`src/source/core_trace_macros.svh`:
```
// Core trace unit constants for widths, depths and register offsets
`ifndef CORE_TRACE_MACROS_SVH
`define CORE_TRACE_MACROS_SVH

// Machine word and record shape
`define CT_DATA_W      32
`define CT_REC_WORDS   5

// Default record buffer depth, a power of two
`define CT_FIFO_DEPTH  16

// Local data memory address bits
`define CT_DMEM_ADDR_W 10

// AXI4-Lite register map
`define CT_AXI_ADDR_W  6
`define CT_REG_CTRL    6'h00
`define CT_REG_STATUS  6'h04
`define CT_REG_DROP    6'h08
`define CT_REG_REC0    6'h10
`define CT_REG_REC1    6'h14
`define CT_REG_REC2    6'h18
`define CT_REG_REC3    6'h1C
`define CT_REG_REC4    6'h20

`endif

```
`src/source/core_trace_pkg.sv`:
```
// Core trace package with the shared vector types and state encodings
`include "core_trace_macros.svh"

package core_trace_pkg;

  typedef logic [`CT_DATA_W-1:0]      word_t;
  typedef logic [`CT_DATA_W-1:0]      pc_t;
  typedef logic [`CT_DMEM_ADDR_W-1:0] dmem_addr_t;
  typedef logic [4:0]                 reg_addr_t;
  typedef logic [15:0]                stamp_t;

  // Memory access seen at execute
  typedef enum logic [2:0] {
    ACC_NONE   = 3'd0,
    ACC_LLOAD  = 3'd1,
    ACC_LSTORE = 3'd2,
    ACC_RLOAD  = 3'd3,
    ACC_RSTORE = 3'd4
  } access_kind_e;

  // Stall reasons, lowest nonzero value wins
  typedef enum logic [3:0] {
    ST_NONE   = 4'd0,
    ST_IFETCH = 4'd1,
    ST_ISTORE = 4'd2,
    ST_LRAQ   = 4'd3,
    ST_FENCE  = 4'd4,
    ST_MULDIV = 4'd5,
    ST_LOADWB = 4'd6,
    ST_MEMREQ = 4'd7,
    ST_FLW    = 4'd8
  } stall_cause_e;

  typedef enum logic [1:0] {
    WR_IDLE = 2'd0,
    WR_RESP = 2'd1
  } axi_wr_state_e;

  typedef enum logic {
    RD_IDLE = 1'b0,
    RD_DATA = 1'b1
  } axi_rd_state_e;

endpackage

```
`src/source/trace_stage_align.sv`:
```
// Trace stage alignment, carries execute-stage observations to writeback
`timescale 1ns/1ns

module trace_stage_align (
  input  logic                      clk_i,
  input  logic                      reset_i,
  input  logic                      stall_i,
  input  logic                      exe_v_i,
  input  core_trace_pkg::pc_t       exe_pc_i,
  input  core_trace_pkg::word_t     exe_instr_i,
  input  logic                      exe_branch_i,
  input  core_trace_pkg::word_t     btarget_i,
  input  logic                      lsu_v_i,
  input  logic                      lsu_w_i,
  input  core_trace_pkg::dmem_addr_t lsu_addr_i,
  input  core_trace_pkg::word_t     lsu_data_i,
  input  logic                      rreq_v_i,
  input  logic                      rreq_w_i,
  input  core_trace_pkg::word_t     rreq_addr_i,
  input  core_trace_pkg::word_t     rreq_data_i,
  input  core_trace_pkg::word_t     ld_data_i,
  output logic                      wb_bubble_o,
  output core_trace_pkg::pc_t       wb_pc_o,
  output core_trace_pkg::word_t     wb_instr_o,
  output logic                      wb_branch_o,
  output core_trace_pkg::access_kind_e wb_kind_o,
  output core_trace_pkg::word_t     wb_addr_o,
  output core_trace_pkg::word_t     wb_sdata_o,
  output core_trace_pkg::word_t     wb_ldata_o
);
  import core_trace_pkg::*;

  access_kind_e exe_kind;
  logic         exe_branch;
  word_t        exe_addr;
  word_t        exe_sdata;

  // Memory stage copy
  logic         mem_bubble_q;
  logic         mem_branch_q;
  access_kind_e mem_kind_q;
  pc_t          mem_pc_q;
  word_t        mem_instr_q;
  word_t        mem_addr_q;
  word_t        mem_sdata_q;

  assign exe_branch = exe_v_i & exe_branch_i;

  // Local before remote, load before store
  always_comb begin
    exe_kind = ACC_NONE;
    if (exe_v_i) begin
      if (lsu_v_i && !lsu_w_i)
        exe_kind = ACC_LLOAD;
      else if (lsu_v_i)
        exe_kind = ACC_LSTORE;
      else if (rreq_v_i && !rreq_w_i)
        exe_kind = ACC_RLOAD;
      else if (rreq_v_i)
        exe_kind = ACC_RSTORE;
    end
  end

  always_comb begin
    exe_sdata = '0;
    case (exe_kind)
      ACC_LLOAD, ACC_LSTORE: exe_addr = word_t'(lsu_addr_i);
      ACC_RLOAD, ACC_RSTORE: exe_addr = rreq_addr_i;
      default:               exe_addr = exe_branch ? btarget_i : '0;
    endcase
    if (exe_kind == ACC_LSTORE)
      exe_sdata = lsu_data_i;
    else if (exe_kind == ACC_RSTORE)
      exe_sdata = rreq_data_i;
  end

  // Stage control, both slots start as bubbles
  always_ff @(posedge clk_i) begin
    if (reset_i) begin
      mem_bubble_q <= 1'b1;
      mem_branch_q <= 1'b0;
      mem_kind_q   <= ACC_NONE;
      wb_bubble_o  <= 1'b1;
      wb_branch_o  <= 1'b0;
      wb_kind_o    <= ACC_NONE;
    end else if (!stall_i) begin
      mem_bubble_q <= ~exe_v_i;
      mem_branch_q <= exe_branch;
      mem_kind_q   <= exe_kind;
      wb_bubble_o  <= mem_bubble_q;
      wb_branch_o  <= mem_branch_q;
      wb_kind_o    <= mem_kind_q;
    end
  end

  // Payload, load data is caught on the move into writeback
  always_ff @(posedge clk_i) begin
    if (!stall_i) begin
      mem_pc_q    <= exe_pc_i;
      mem_instr_q <= exe_instr_i;
      mem_addr_q  <= exe_addr;
      mem_sdata_q <= exe_sdata;
      wb_pc_o     <= mem_pc_q;
      wb_instr_o  <= mem_instr_q;
      wb_addr_o   <= mem_addr_q;
      wb_sdata_o  <= mem_sdata_q;
      wb_ldata_o  <= ld_data_i;
    end
  end

endmodule

```
`src/source/trace_record_pack.sv`:
```
// Trace record packer, stamps, filters and registers one record per cycle
`timescale 1ns/1ns
`include "core_trace_macros.svh"

module trace_record_pack (
  input  logic                         clk_i,
  input  logic                         reset_i,
  input  logic                         wb_bubble_i,
  input  core_trace_pkg::pc_t          wb_pc_i,
  input  core_trace_pkg::word_t        wb_instr_i,
  input  logic                         wb_branch_i,
  input  core_trace_pkg::access_kind_e wb_kind_i,
  input  core_trace_pkg::word_t        wb_addr_i,
  input  core_trace_pkg::word_t        wb_sdata_i,
  input  core_trace_pkg::word_t        wb_ldata_i,
  input  logic                         rf_wen_i,
  input  core_trace_pkg::reg_addr_t    rf_waddr_i,
  input  core_trace_pkg::word_t        rf_wdata_i,
  input  logic                         stall_i,
  input  logic [7:0]                   stall_cause_i,
  input  logic                         enable_i,
  input  logic                         skip_bubbles_i,
  input  logic                         skip_stalls_i,
  output logic                         rec_v_o,
  output core_trace_pkg::word_t [`CT_REC_WORDS-1:0] rec_words_o
);
  import core_trace_pkg::*;

  stamp_t       stamp_q;
  stall_cause_e cause;
  word_t        rec_data;
  logic         take;

  // Free-running cycle stamp
  always_ff @(posedge clk_i) begin
    if (reset_i)
      stamp_q <= '0;
    else
      stamp_q <= stamp_q + 1'b1;
  end

  // Scan from the top so the lowest set bit ends up winning
  always_comb begin
    cause = ST_NONE;
    if (stall_i) begin
      for (int i = 7; i >= 0; i--) begin
        if (stall_cause_i[i])
          cause = stall_cause_e'(4'(i + 1));
      end
    end
  end

  always_comb begin
    case (wb_kind_i)
      ACC_LLOAD:              rec_data = wb_ldata_i;
      ACC_LSTORE, ACC_RSTORE: rec_data = wb_sdata_i;
      default:                rec_data = rf_wen_i ? rf_wdata_i : '0;
    endcase
  end

  assign take = enable_i
              & ~(skip_bubbles_i & wb_bubble_i)
              & ~(skip_stalls_i & stall_i);

  always_ff @(posedge clk_i) begin
    if (reset_i)
      rec_v_o <= 1'b0;
    else
      rec_v_o <= take;
  end

  // Address word was already chosen in the align stage
  always_ff @(posedge clk_i) begin
    if (take) begin
      rec_words_o[0] <= {stamp_q, cause, wb_kind_i, wb_branch_i, rf_wen_i,
                         wb_bubble_i, 1'b0, rf_waddr_i};
      rec_words_o[1] <= wb_pc_i;
      rec_words_o[2] <= wb_instr_i;
      rec_words_o[3] <= wb_addr_i;
      rec_words_o[4] <= rec_data;
    end
  end

endmodule

```
`src/source/trace_fifo.sv`:
```
// Trace record FIFO with fill count and a saturating overflow counter
`timescale 1ns/1ns
`include "core_trace_macros.svh"

module trace_fifo #(
  parameter int DEPTH = `CT_FIFO_DEPTH
) (
  input  logic                                      clk_i,
  input  logic                                      reset_i,
  input  logic                                      wr_v_i,
  input  core_trace_pkg::word_t [`CT_REC_WORDS-1:0] wr_words_i,
  input  logic                                      pop_i,
  input  logic                                      clear_i,
  output core_trace_pkg::word_t [`CT_REC_WORDS-1:0] head_words_o,
  output logic [15:0]                               count_o,
  output logic                                      full_o,
  output logic                                      empty_o,
  output core_trace_pkg::word_t                     drop_count_o
);
  import core_trace_pkg::*;

  localparam int AW = $clog2(DEPTH);

  word_t [`CT_REC_WORDS-1:0] mem_q [DEPTH];
  logic [AW-1:0] wr_ptr_q;
  logic [AW-1:0] rd_ptr_q;
  logic          wr_ok;
  logic          rd_ok;

  assign full_o  = (count_o == 16'(DEPTH));
  assign empty_o = (count_o == '0);
  assign wr_ok   = wr_v_i & ~full_o;
  assign rd_ok   = pop_i & ~empty_o;

  always_ff @(posedge clk_i) begin
    if (reset_i || clear_i) begin
      wr_ptr_q     <= '0;
      rd_ptr_q     <= '0;
      count_o      <= '0;
      drop_count_o <= '0;
    end else begin
      if (wr_ok)
        wr_ptr_q <= wr_ptr_q + 1'b1;
      if (rd_ok)
        rd_ptr_q <= rd_ptr_q + 1'b1;
      count_o <= count_o + 16'(wr_ok) - 16'(rd_ok);
      // Lost records, held at all ones once reached
      if (wr_v_i && full_o && drop_count_o != '1)
        drop_count_o <= drop_count_o + 1'b1;
    end
  end

  always_ff @(posedge clk_i) begin
    if (wr_ok)
      mem_q[wr_ptr_q] <= wr_words_i;
  end

  assign head_words_o = mem_q[rd_ptr_q];

endmodule

```
`src/source/trace_csr.sv`:
```
// Trace control and status registers behind an AXI4-Lite slave port
`timescale 1ns/1ns
`include "core_trace_macros.svh"

module trace_csr (
  input  logic                                      clk_i,
  input  logic                                      reset_i,
  input  logic                                      s_awvalid_i,
  input  logic [`CT_AXI_ADDR_W-1:0]                 s_awaddr_i,
  output logic                                      s_awready_o,
  input  logic                                      s_wvalid_i,
  input  core_trace_pkg::word_t                     s_wdata_i,
  input  logic [3:0]                                s_wstrb_i,
  output logic                                      s_wready_o,
  output logic                                      s_bvalid_o,
  output logic [1:0]                                s_bresp_o,
  input  logic                                      s_bready_i,
  input  logic                                      s_arvalid_i,
  input  logic [`CT_AXI_ADDR_W-1:0]                 s_araddr_i,
  output logic                                      s_arready_o,
  output logic                                      s_rvalid_o,
  output core_trace_pkg::word_t                     s_rdata_o,
  output logic [1:0]                                s_rresp_o,
  input  logic                                      s_rready_i,
  input  core_trace_pkg::word_t [`CT_REC_WORDS-1:0] head_words_i,
  input  logic [15:0]                               count_i,
  input  logic                                      full_i,
  input  logic                                      empty_i,
  input  core_trace_pkg::word_t                     drop_count_i,
  output logic                                      enable_o,
  output logic                                      skip_bubbles_o,
  output logic                                      skip_stalls_o,
  output logic                                      pop_o,
  output logic                                      clear_o
);
  import core_trace_pkg::*;

  axi_wr_state_e wr_state_q;
  axi_rd_state_e rd_state_q;
  logic [2:0]    ctrl_q;
  logic          clear_q;
  logic          wr_accept;
  logic          ar_accept;
  word_t         rd_mux;

  assign enable_o       = ctrl_q[0];
  assign skip_bubbles_o = ctrl_q[1];
  assign skip_stalls_o  = ctrl_q[2];
  assign clear_o        = clear_q;

  // Write channel, address and data taken together
  assign s_awready_o = (wr_state_q == WR_IDLE);
  assign s_wready_o  = (wr_state_q == WR_IDLE);
  assign s_bvalid_o  = (wr_state_q == WR_RESP);
  assign s_bresp_o   = 2'b00;
  assign wr_accept   = s_awvalid_i & s_wvalid_i & (wr_state_q == WR_IDLE);

  always_ff @(posedge clk_i) begin
    if (reset_i) begin
      wr_state_q <= WR_IDLE;
      ctrl_q     <= '0;
      clear_q    <= 1'b0;
    end else begin
      clear_q <= 1'b0;
      case (wr_state_q)
        WR_IDLE: begin
          if (wr_accept) begin
            wr_state_q <= WR_RESP;
            // Only CTRL is writable, all its bits sit in byte 0
            if (s_awaddr_i == `CT_REG_CTRL && s_wstrb_i[0]) begin
              ctrl_q  <= s_wdata_i[2:0];
              clear_q <= s_wdata_i[3];
            end
          end
        end
        WR_RESP: begin
          if (s_bready_i)
            wr_state_q <= WR_IDLE;
        end
        default: wr_state_q <= WR_IDLE;
      endcase
    end
  end

  // Read channel
  assign s_arready_o = (rd_state_q == RD_IDLE);
  assign s_rvalid_o  = (rd_state_q == RD_DATA);
  assign s_rresp_o   = 2'b00;
  assign ar_accept   = s_arvalid_i & s_arready_o;

  // Reading the last record word retires the head
  assign pop_o = ar_accept & (s_araddr_i == `CT_REG_REC4);

  always_comb begin
    case (s_araddr_i)
      `CT_REG_CTRL:   rd_mux = word_t'(ctrl_q);
      `CT_REG_STATUS: rd_mux = word_t'({full_i, empty_i, count_i});
      `CT_REG_DROP:   rd_mux = drop_count_i;
      `CT_REG_REC0:   rd_mux = head_words_i[0];
      `CT_REG_REC1:   rd_mux = head_words_i[1];
      `CT_REG_REC2:   rd_mux = head_words_i[2];
      `CT_REG_REC3:   rd_mux = head_words_i[3];
      `CT_REG_REC4:   rd_mux = head_words_i[4];
      default:        rd_mux = '0;
    endcase
  end

  always_ff @(posedge clk_i) begin
    if (reset_i)
      rd_state_q <= RD_IDLE;
    else if (ar_accept)
      rd_state_q <= RD_DATA;
    else if (s_rvalid_o && s_rready_i)
      rd_state_q <= RD_IDLE;
  end

  always_ff @(posedge clk_i) begin
    if (ar_accept)
      s_rdata_o <= rd_mux;
  end

endmodule

```
`src/source/core_trace_top.sv`:
```
// Core trace unit top, from pipeline observation to AXI4-Lite readout
`timescale 1ns/1ns
`include "core_trace_macros.svh"

module core_trace_top (
  input  logic                       clk_i,
  input  logic                       reset_i,
  input  logic                       exe_v_i,
  input  core_trace_pkg::pc_t        exe_pc_i,
  input  core_trace_pkg::word_t      exe_instr_i,
  input  logic                       exe_branch_i,
  input  core_trace_pkg::word_t      btarget_i,
  input  logic                       lsu_v_i,
  input  logic                       lsu_w_i,
  input  core_trace_pkg::dmem_addr_t lsu_addr_i,
  input  core_trace_pkg::word_t      lsu_data_i,
  input  logic                       rreq_v_i,
  input  logic                       rreq_w_i,
  input  core_trace_pkg::word_t      rreq_addr_i,
  input  core_trace_pkg::word_t      rreq_data_i,
  input  core_trace_pkg::word_t      ld_data_i,
  input  logic                       rf_wen_i,
  input  core_trace_pkg::reg_addr_t  rf_waddr_i,
  input  core_trace_pkg::word_t      rf_wdata_i,
  input  logic                       stall_i,
  input  logic [7:0]                 stall_cause_i,
  input  logic                       s_awvalid_i,
  input  logic [`CT_AXI_ADDR_W-1:0]  s_awaddr_i,
  output logic                       s_awready_o,
  input  logic                       s_wvalid_i,
  input  core_trace_pkg::word_t      s_wdata_i,
  input  logic [3:0]                 s_wstrb_i,
  output logic                       s_wready_o,
  output logic                       s_bvalid_o,
  output logic [1:0]                 s_bresp_o,
  input  logic                       s_bready_i,
  input  logic                       s_arvalid_i,
  input  logic [`CT_AXI_ADDR_W-1:0]  s_araddr_i,
  output logic                       s_arready_o,
  output logic                       s_rvalid_o,
  output core_trace_pkg::word_t      s_rdata_o,
  output logic [1:0]                 s_rresp_o,
  input  logic                       s_rready_i
);
  import core_trace_pkg::*;

  // Writeback-aligned observation
  logic         wb_bubble, wb_branch;
  pc_t          wb_pc;
  word_t        wb_instr, wb_addr, wb_sdata, wb_ldata;
  access_kind_e wb_kind;

  // Record path and control
  logic                      rec_v, enable, skip_bubbles, skip_stalls, pop, clear;
  word_t [`CT_REC_WORDS-1:0] rec_words, head_words;
  logic [15:0]               count;
  logic                      full, empty;
  word_t                     drop_count;

  trace_stage_align align0 (
    .clk_i, .reset_i, .stall_i, .exe_v_i, .exe_pc_i, .exe_instr_i, .exe_branch_i,
    .btarget_i, .lsu_v_i, .lsu_w_i, .lsu_addr_i, .lsu_data_i,
    .rreq_v_i, .rreq_w_i, .rreq_addr_i, .rreq_data_i, .ld_data_i,
    .wb_bubble_o(wb_bubble), .wb_pc_o(wb_pc), .wb_instr_o(wb_instr),
    .wb_branch_o(wb_branch), .wb_kind_o(wb_kind), .wb_addr_o(wb_addr),
    .wb_sdata_o(wb_sdata), .wb_ldata_o(wb_ldata)
  );

  trace_record_pack pack0 (
    .clk_i, .reset_i, .rf_wen_i, .rf_waddr_i, .rf_wdata_i, .stall_i, .stall_cause_i,
    .wb_bubble_i(wb_bubble), .wb_pc_i(wb_pc), .wb_instr_i(wb_instr),
    .wb_branch_i(wb_branch), .wb_kind_i(wb_kind), .wb_addr_i(wb_addr),
    .wb_sdata_i(wb_sdata), .wb_ldata_i(wb_ldata),
    .enable_i(enable), .skip_bubbles_i(skip_bubbles), .skip_stalls_i(skip_stalls),
    .rec_v_o(rec_v), .rec_words_o(rec_words)
  );

  trace_fifo #(.DEPTH(`CT_FIFO_DEPTH)) fifo0 (
    .clk_i, .reset_i, .wr_v_i(rec_v), .wr_words_i(rec_words), .pop_i(pop),
    .clear_i(clear), .head_words_o(head_words), .count_o(count), .full_o(full),
    .empty_o(empty), .drop_count_o(drop_count)
  );

  trace_csr csr0 (
    .clk_i, .reset_i, .s_awvalid_i, .s_awaddr_i, .s_awready_o,
    .s_wvalid_i, .s_wdata_i, .s_wstrb_i, .s_wready_o,
    .s_bvalid_o, .s_bresp_o, .s_bready_i,
    .s_arvalid_i, .s_araddr_i, .s_arready_o,
    .s_rvalid_o, .s_rdata_o, .s_rresp_o, .s_rready_i,
    .head_words_i(head_words), .count_i(count), .full_i(full), .empty_i(empty),
    .drop_count_i(drop_count), .enable_o(enable), .skip_bubbles_o(skip_bubbles),
    .skip_stalls_o(skip_stalls), .pop_o(pop), .clear_o(clear)
  );

endmodule

```
`config.mk`:
```
export PLATFORM = sky130hd
export DESIGN_NAME = core_trace_top
export DESIGN_NICKNAME = d
export VERILOG_FILES = /design/src/source/core_trace_pkg.sv /design/src/source/trace_stage_align.sv /design/src/source/trace_record_pack.sv /design/src/source/trace_fifo.sv /design/src/source/trace_csr.sv /design/src/source/core_trace_top.sv
export VERILOG_INCLUDE_DIRS = /design/src /design/src/source
export SDC_FILE = /design/constraint.sdc
export NUM_CORES = 2
export LEC_CHECK = 0
export ABC_AREA = 0
export BUFFER_PORTS_ARGS = -buffer_cell sky130_fd_sc_hd__buf_2
export CAP_MARGIN = 25
export CORE_MARGIN = 1
export CORE_UTILIZATION = 30
export DETAILED_ROUTE_END_ITERATION = 8
export SLEW_MARGIN = 20
export SYNTH_ARGS = -nofsm -noshare
export SYNTH_HDL_FRONTEND = slang
export SYNTH_HIERARCHICAL = 1
export SYNTH_SLANG_ARGS = --single-unit
export TNS_END_PERCENT = 30
```
`constraint.sdc`:
```
create_clock -name clk_i -period 12.69 [get_ports clk_i]
set_input_delay 2.538 -clock clk_i [delete_from_list [all_inputs] [get_ports clk_i]]
set_output_delay 2.538 -clock clk_i [all_outputs]
set_load 0.005 [all_outputs]
```
Word-level counts from Yosys, hierarchy flattened
Memories as Yosys holds them, arrays and structs flattened. A register that Yosys moved wholly into a read port is not among the register bits. Cells that the tools add are included.

Bitwise logic cells: 21. Shift operators: 0. Multiply operators: 0. Add/subtract/negate cells: 6. Equal/unequal tests: 19. $lt $le $gt $ge: 0. Reduce and logical (&&, ||, !) cells: 23. Muxes and demuxes: 29. Divide/modulo/power cells: 0.

Operator list (number): 32-bit case mux with 8 select lines (1); 32-bit 2-to-1 mux (4); 32-bit case mux with 2 select lines (2); 32-bit by 1-bit adder with 32-bit output, second input constant (1); 32-bit != test, second input constant (1); 3-bit 2-to-1 mux (9); 6-bit by 5-bit equality test with 1-bit output, second input constant (4); 16-bit by 1-bit adder with 16-bit output (1); 16-bit by 1-bit adder with 16-bit output, second input constant (1); 16-bit by 5-bit equality test with 1-bit output, second input constant (1); 16-bit zero test (1); 16-bit by 1-bit subtractor with 16-bit output (1); 6-bit zero test (2); 4-bit 2-to-1 mux (3); 1-bit AND (11); 1-bit NOT (10); 3-bit by 2-bit equality test with 1-bit output, second input constant (3); 4-bit by 1-bit adder with 4-bit output, second input constant (2); 2-bit 2-to-1 mux (4); 2-bit OR reduction (4); 4-bit OR reduction (2); 8-bit OR reduction (1); 3-bit by 1-bit equality test with 1-bit output, second input constant (2); 3-bit equality test, second input constant (2); other kinds (14) (25).

Memories: 1. RAM bits: 2544. Bits in registers: 569. Bits in latches: 0. ROM bits: 0.

Memories: fifo0.mem_q (words 16, bits a word 159, rd ports 1, clocked after Yosys merged registers in 1, write ports 1, RTL line trace_fifo.sv:24) `` word_t [`CT_REC_WORDS-1:0] mem_q [DEPTH]; ``.

Logic depth before layout (Yosys ltp)
Depth in word-level cells: 9. Depth in mapped cells: 20.

Modules after synthesis
The synthesis kept the hierarchy.

By module, submodules not included: trace_fifo (area an instance 99101.3 um^2, times used 1, sequential area each 78074.9 um^2, cells an instance 3995); trace_stage_align (area an instance 9789.4 um^2, times used 1, sequential area each 8848.5 um^2, cells an instance 424); trace_record_pack (area an instance 6150.9 um^2, times used 1, sequential area each 5114.9 um^2, cells an instance 367); trace_csr (area an instance 2826.5 um^2, times used 1, sequential area each 1081.0 um^2, cells an instance 282).

Least setup slack after synthesis
OpenSTA, ideal clock, no wires.

Kind: input -> register. Start: input stall_i. End: register pack0/rec_words_o[0] (netlist name) (enable). Buffers on the path: 0. Setup time: 0.731 ns. Data arrival time: 10.029 ns. Cell stages on the path: 1. Slack: 1.930 ns. Required time: 11.959 ns. Cell sequence: a21oi_1.

Longest elaborated chain between the ends: 3.

RTL lines: from (decl) (RTL line core_trace_top.sv:25) `input logic stall_i,`; 1-bit AND (RTL line trace_record_pack.sv:63) `& ~(skip_stalls_i & stall_i);`; 1-bit NOT (RTL line trace_record_pack.sv:63); 1-bit AND (RTL line trace_record_pack.sv:63); to (decl) (RTL line trace_record_pack.sv:25) `` output core_trace_pkg::word_t [`CT_REC_WORDS-1:0] rec_words_o ``.

Every way passes these cells. A chain may end at the register's enable or synchronous reset.

Worst setup path after layout
Start: input s_araddr_i[3]. End: register fifo0.count_o[14].

Longest elaborated chain between the ends: 4.

RTL lines: from (decl) (RTL line core_trace_top.sv:38) `` input logic [`CT_AXI_ADDR_W-1:0] s_araddr_i, ``; 6-bit equality test (no source line); 1-bit AND (RTL line trace_csr.sv:92) `` assign pop_o = ar_accept & (s_araddr_i == `CT_REG_REC4); ``; via pop (RTL line core_trace_top.sv:54) `logic rec_v, enable, skip_bubbles, skip_stalls, pop, clear;`; 1-bit AND (RTL line trace_fifo.sv:33) `assign rd_ok = pop_i & ~empty_o;`; 16-bit by 1-bit subtractor with 16-bit output (RTL line trace_fifo.sv:46) `count_o <= count_o + 16'(wr_ok) - 16'(rd_ok);`; to (signal assigned) (RTL line trace_fifo.sv:46); to (decl) (RTL line trace_fifo.sv:15) `output logic [15:0] count_o,`.

The timed path passes the listed nets, and every way through them passes these cells.

==> results by group <==
Outcome
  • Outcome: complete, no violations

Synthesis
  • EDFF count, synth: 3039
  • Ys async rst share: 0%
  • Post-synth top area cell: edfxtp_1
  • Ys Warns: 6
  • Synth Register Bits: 3132
  • Sequential area share after synthesis: about four fifths
  • Top-area cell type share of the netlist area: 77.42%
  • Avg Inst Size Synth: 23.26 µm²
  • Synth Instances: between 5000 and 6000
  • Largest cells by area after synthesis: edfxtp_1 (77%), mux4_2 (15%), dfxtp_1 (1.6%)
  • Mapped cell area: 117900 µm²
  • Unique masters post-synth: 73
  • Synth Flop Type: edfxtp_1

Global routing
  • Largest net degree at the start of global routing: 122
  • Vias in the first global route: about 56000
  • Gr usage total: 14.66%
  • Initial antenna violation count: 28
  • First-pass GRT wire length: 419.9 mm
  • Global route total overflow: 0

Layout
  • Most common cell after layout, fill and taps aside: edfxtp_1
  • Largest regs: fifo0/mem_q x2560, pack0/rec_words_o x159
  • # fillers: 35550
  • Layout area overhead: 15.93%
  • Top reg by flops: fifo0/mem_q
  • Max reg flops: 2560
  • Nets@finish: 5963
  • Layout cell share with drive strength beyond 1: 30.16%
  • Commonest cells after routing, fill and taps aside: edfxtp_1 (3039), mux4_2 (784), buf_2 (346)
  • Post-route cell area: 136700 µm²

Place
  • Final GP Congestion: between 0.8 and 0.9
  • Dpl hpwl: 165.0 mm
  • Post-DP Area: 126100 µm²
  • I/O Buffers: roughly 350

STA
  • Relative slew slack: 25.77%
  • # setup viols final: 0
  • Final Hold Viols: 0
  • Sum Neg Setup Slack: 0 ps
  • Worst-margin pin slew: 1082 ps
  • Crit share post-route: 47.42%
  • Highest Clock Rate: 166.2 MHz
  • RSZ-0062 raised after global routing: no
  • Fin crit period: 6017 ps
  • Fin. max-slew vios: 0
  • Clock Skew: 57.22 ps
  • Hold_ws: 396.0 ps

Drt
  • Vias post-DR: about 55000
  • WL final: 297.3 mm
  • First-pass DRT Iterations: 6
  • Vias per inst: 4.972
  • DR iter-0 viols: 6074
  • Post-DRT Antenna Nets: 0
  • Post-DR wirelength/cell: 26.92 µm
  • Number of remaining DRC errors: 0

Worst setup path
  • Slowest-stage cell, CP: or4b_1
  • Reg2Reg Depth: 7
  • Worst Path Arrival: between 6000 and 7000 ps
  • CP max stage delay: 620 ps
  • CP bufs+invs: 5
  • CP endpoint kind: flop
  • CP Cell Sequence: buf_2 -> buf_4 -> or4b_1 -> nor3_4 -> buf_4 -> and2_1 -> and2_1 -> ha_1 -> inv_1 -> ha_1 -> inv_1 -> fa_1 -> nor2b_1 -> o311a_1 -> o21a_1 -> o31ai_1 -> o221ai_1 -> xnor2_1 -> nor2_1
  • Worst Path Max Fanout: 36
  • Delay-heaviest family, CP: simple AND/OR/NAND/NOR gates
  • Critical path class: in2reg
  • CP startpoint kind: input port
  • Critical path data required time: around 13000 ps
  • Flop2flop setup slack: 7590 ps
  • Worst r2r dst: csr0/s_rdata_o[16]

CTS
  • H-tree levels: 5
  • CTS tree: yes
  • Clk sinks: 3132
  • Clk buf depth: 4
  • Later-pin clock latency in the skew report: 880 ps
  • Cts hold-fix bufs: 0
  • Total CTS buffers: 320
  • CTS root buf: clkbuf_16
  • Clk pin slew, worst setup/hold paths: 60 ps
  • CTS resizes: 0
  • Post-CTS Setup Repair Bufs: 0

Power
  • Cell Pwr Density: 155.6 nW/µm²
  • Maximum vdd drop: 0.1066 mV
  • Leak pwr: roughly 0.042 µW
  • Total power: 21270 µW

Min path
  • Hold WC Path Type: reg2reg
  • Worst hold path stage count: 0
  • Hold endpoint: pack0/rec_words_o[67]
  • Min-delay src: align0/wb_instr_o[3]

Floorplan
  • Starting density of the core: 30.23%
  • Die height: 628.8 µm
  • Row cnt: 229
  • IO Pins: about 380
  • Die W: ~630 µm
  • Die area: 395400 µm²
  • Core region area: between 300000 and 400000 µm²

Job
  • Max Cap Violations: 0
## stage by stage
stage | cells | utilization [%] | worst slack, ps
floorplan | 5071 | - | 1930
CTS | 11040 | 35.03 | 6742
finish | 11040 | 35.04 | 6673
global placement | 10460 | 32.33 | 5716
detailed placement | 10460 | 32.35 | 5850
global route | 11040 | 35.04 | 6511
## where the power goes
part           switching (µW)  internal [µW]  total, µW
clock                    3940           5470       9410
sequential               72.8          11300      11400
combinational             284            196        480
## cells in the mapped netlist, types with 14 or more instances
cell	count
nor2_1	102
buf_2	53
edfxtp_1	3039
a21oi_1	52
ha_1	30
nor2b_1	32
buf_1	63
a22o_1	54
xnor2_1	31
dfxtp_1	93
nand2_1	127
and2_1	23
clkbuf_1	129
mux4_2	784
xor2_1	27
and3_1	18
nand3_1	34
a22oi_1	58
a211oi_1	27
o211ai_1	15
nor3_1	14
inv_1	39
mux2i_1	52
## worst max path at each step
stage | start | end | cells past startpoint
CTS | s_araddr_i[3] | fifo0/count_o[14] | 19
global route | s_araddr_i[3] | fifo0/count_o[14] | 19
global placement | s_araddr_i[3] | fifo0/count_o[14] | 19
detailed placement | s_araddr_i[3] | fifo0/count_o[14] | 19
finish | s_araddr_i[3] | fifo0/count_o[14] | 19
floorplan | stall_i | pack0/rec_words_o[0] | 1
## layer usage
| metal | vias up | routed length [µm] | track usage [%] |
|---|---|---|---|
| met5 | - | 19 | 0 |
| met4 | 4 | 8488 | 3.996 |
| met3 | 405 | 17310 | 2.053 |
| met2 | 1967 | 151500 | 25.45 |
| met1 | 29960 | 120000 | 19.21 |
| li1 | 22570 | - | - |
## cell families (layout without fill, tap and decap cells)
group	count (synthesis)	count (layout)	share of synthesized area, %
simple gates	426	426	1.859
xor+xnor	58	58	0.4310
flops	3132	3132	79.00
other cells	2	10	0.006372
compound gates	274	274	1.766
buf+inv	296	1067	1.053
fa+ha+maj	31	31	0.3354
mux	849	849	15.55
## cell type report
| cell class | instances | area (µm²) | share of cell area (%) |
|---|---|---|---|
| diodes | 5 | 12.51 | 0.009156 |
| clock buffers | 390 | 8456 | 6.188 |
| clock inverters | 184 | 2009 | 1.470 |
| inverters | 39 | 153.9 | 0.1126 |
| multi-input cells | 1643 | 23620 | 17.28 |
| flip-flops and latches | 3132 | 93130 | 68.16 |
| well taps | 5197 | 6502 | 4.758 |
| repair buffers | 454 | 2765 | 2.024 |
Power figures use the tool's default switching activity.
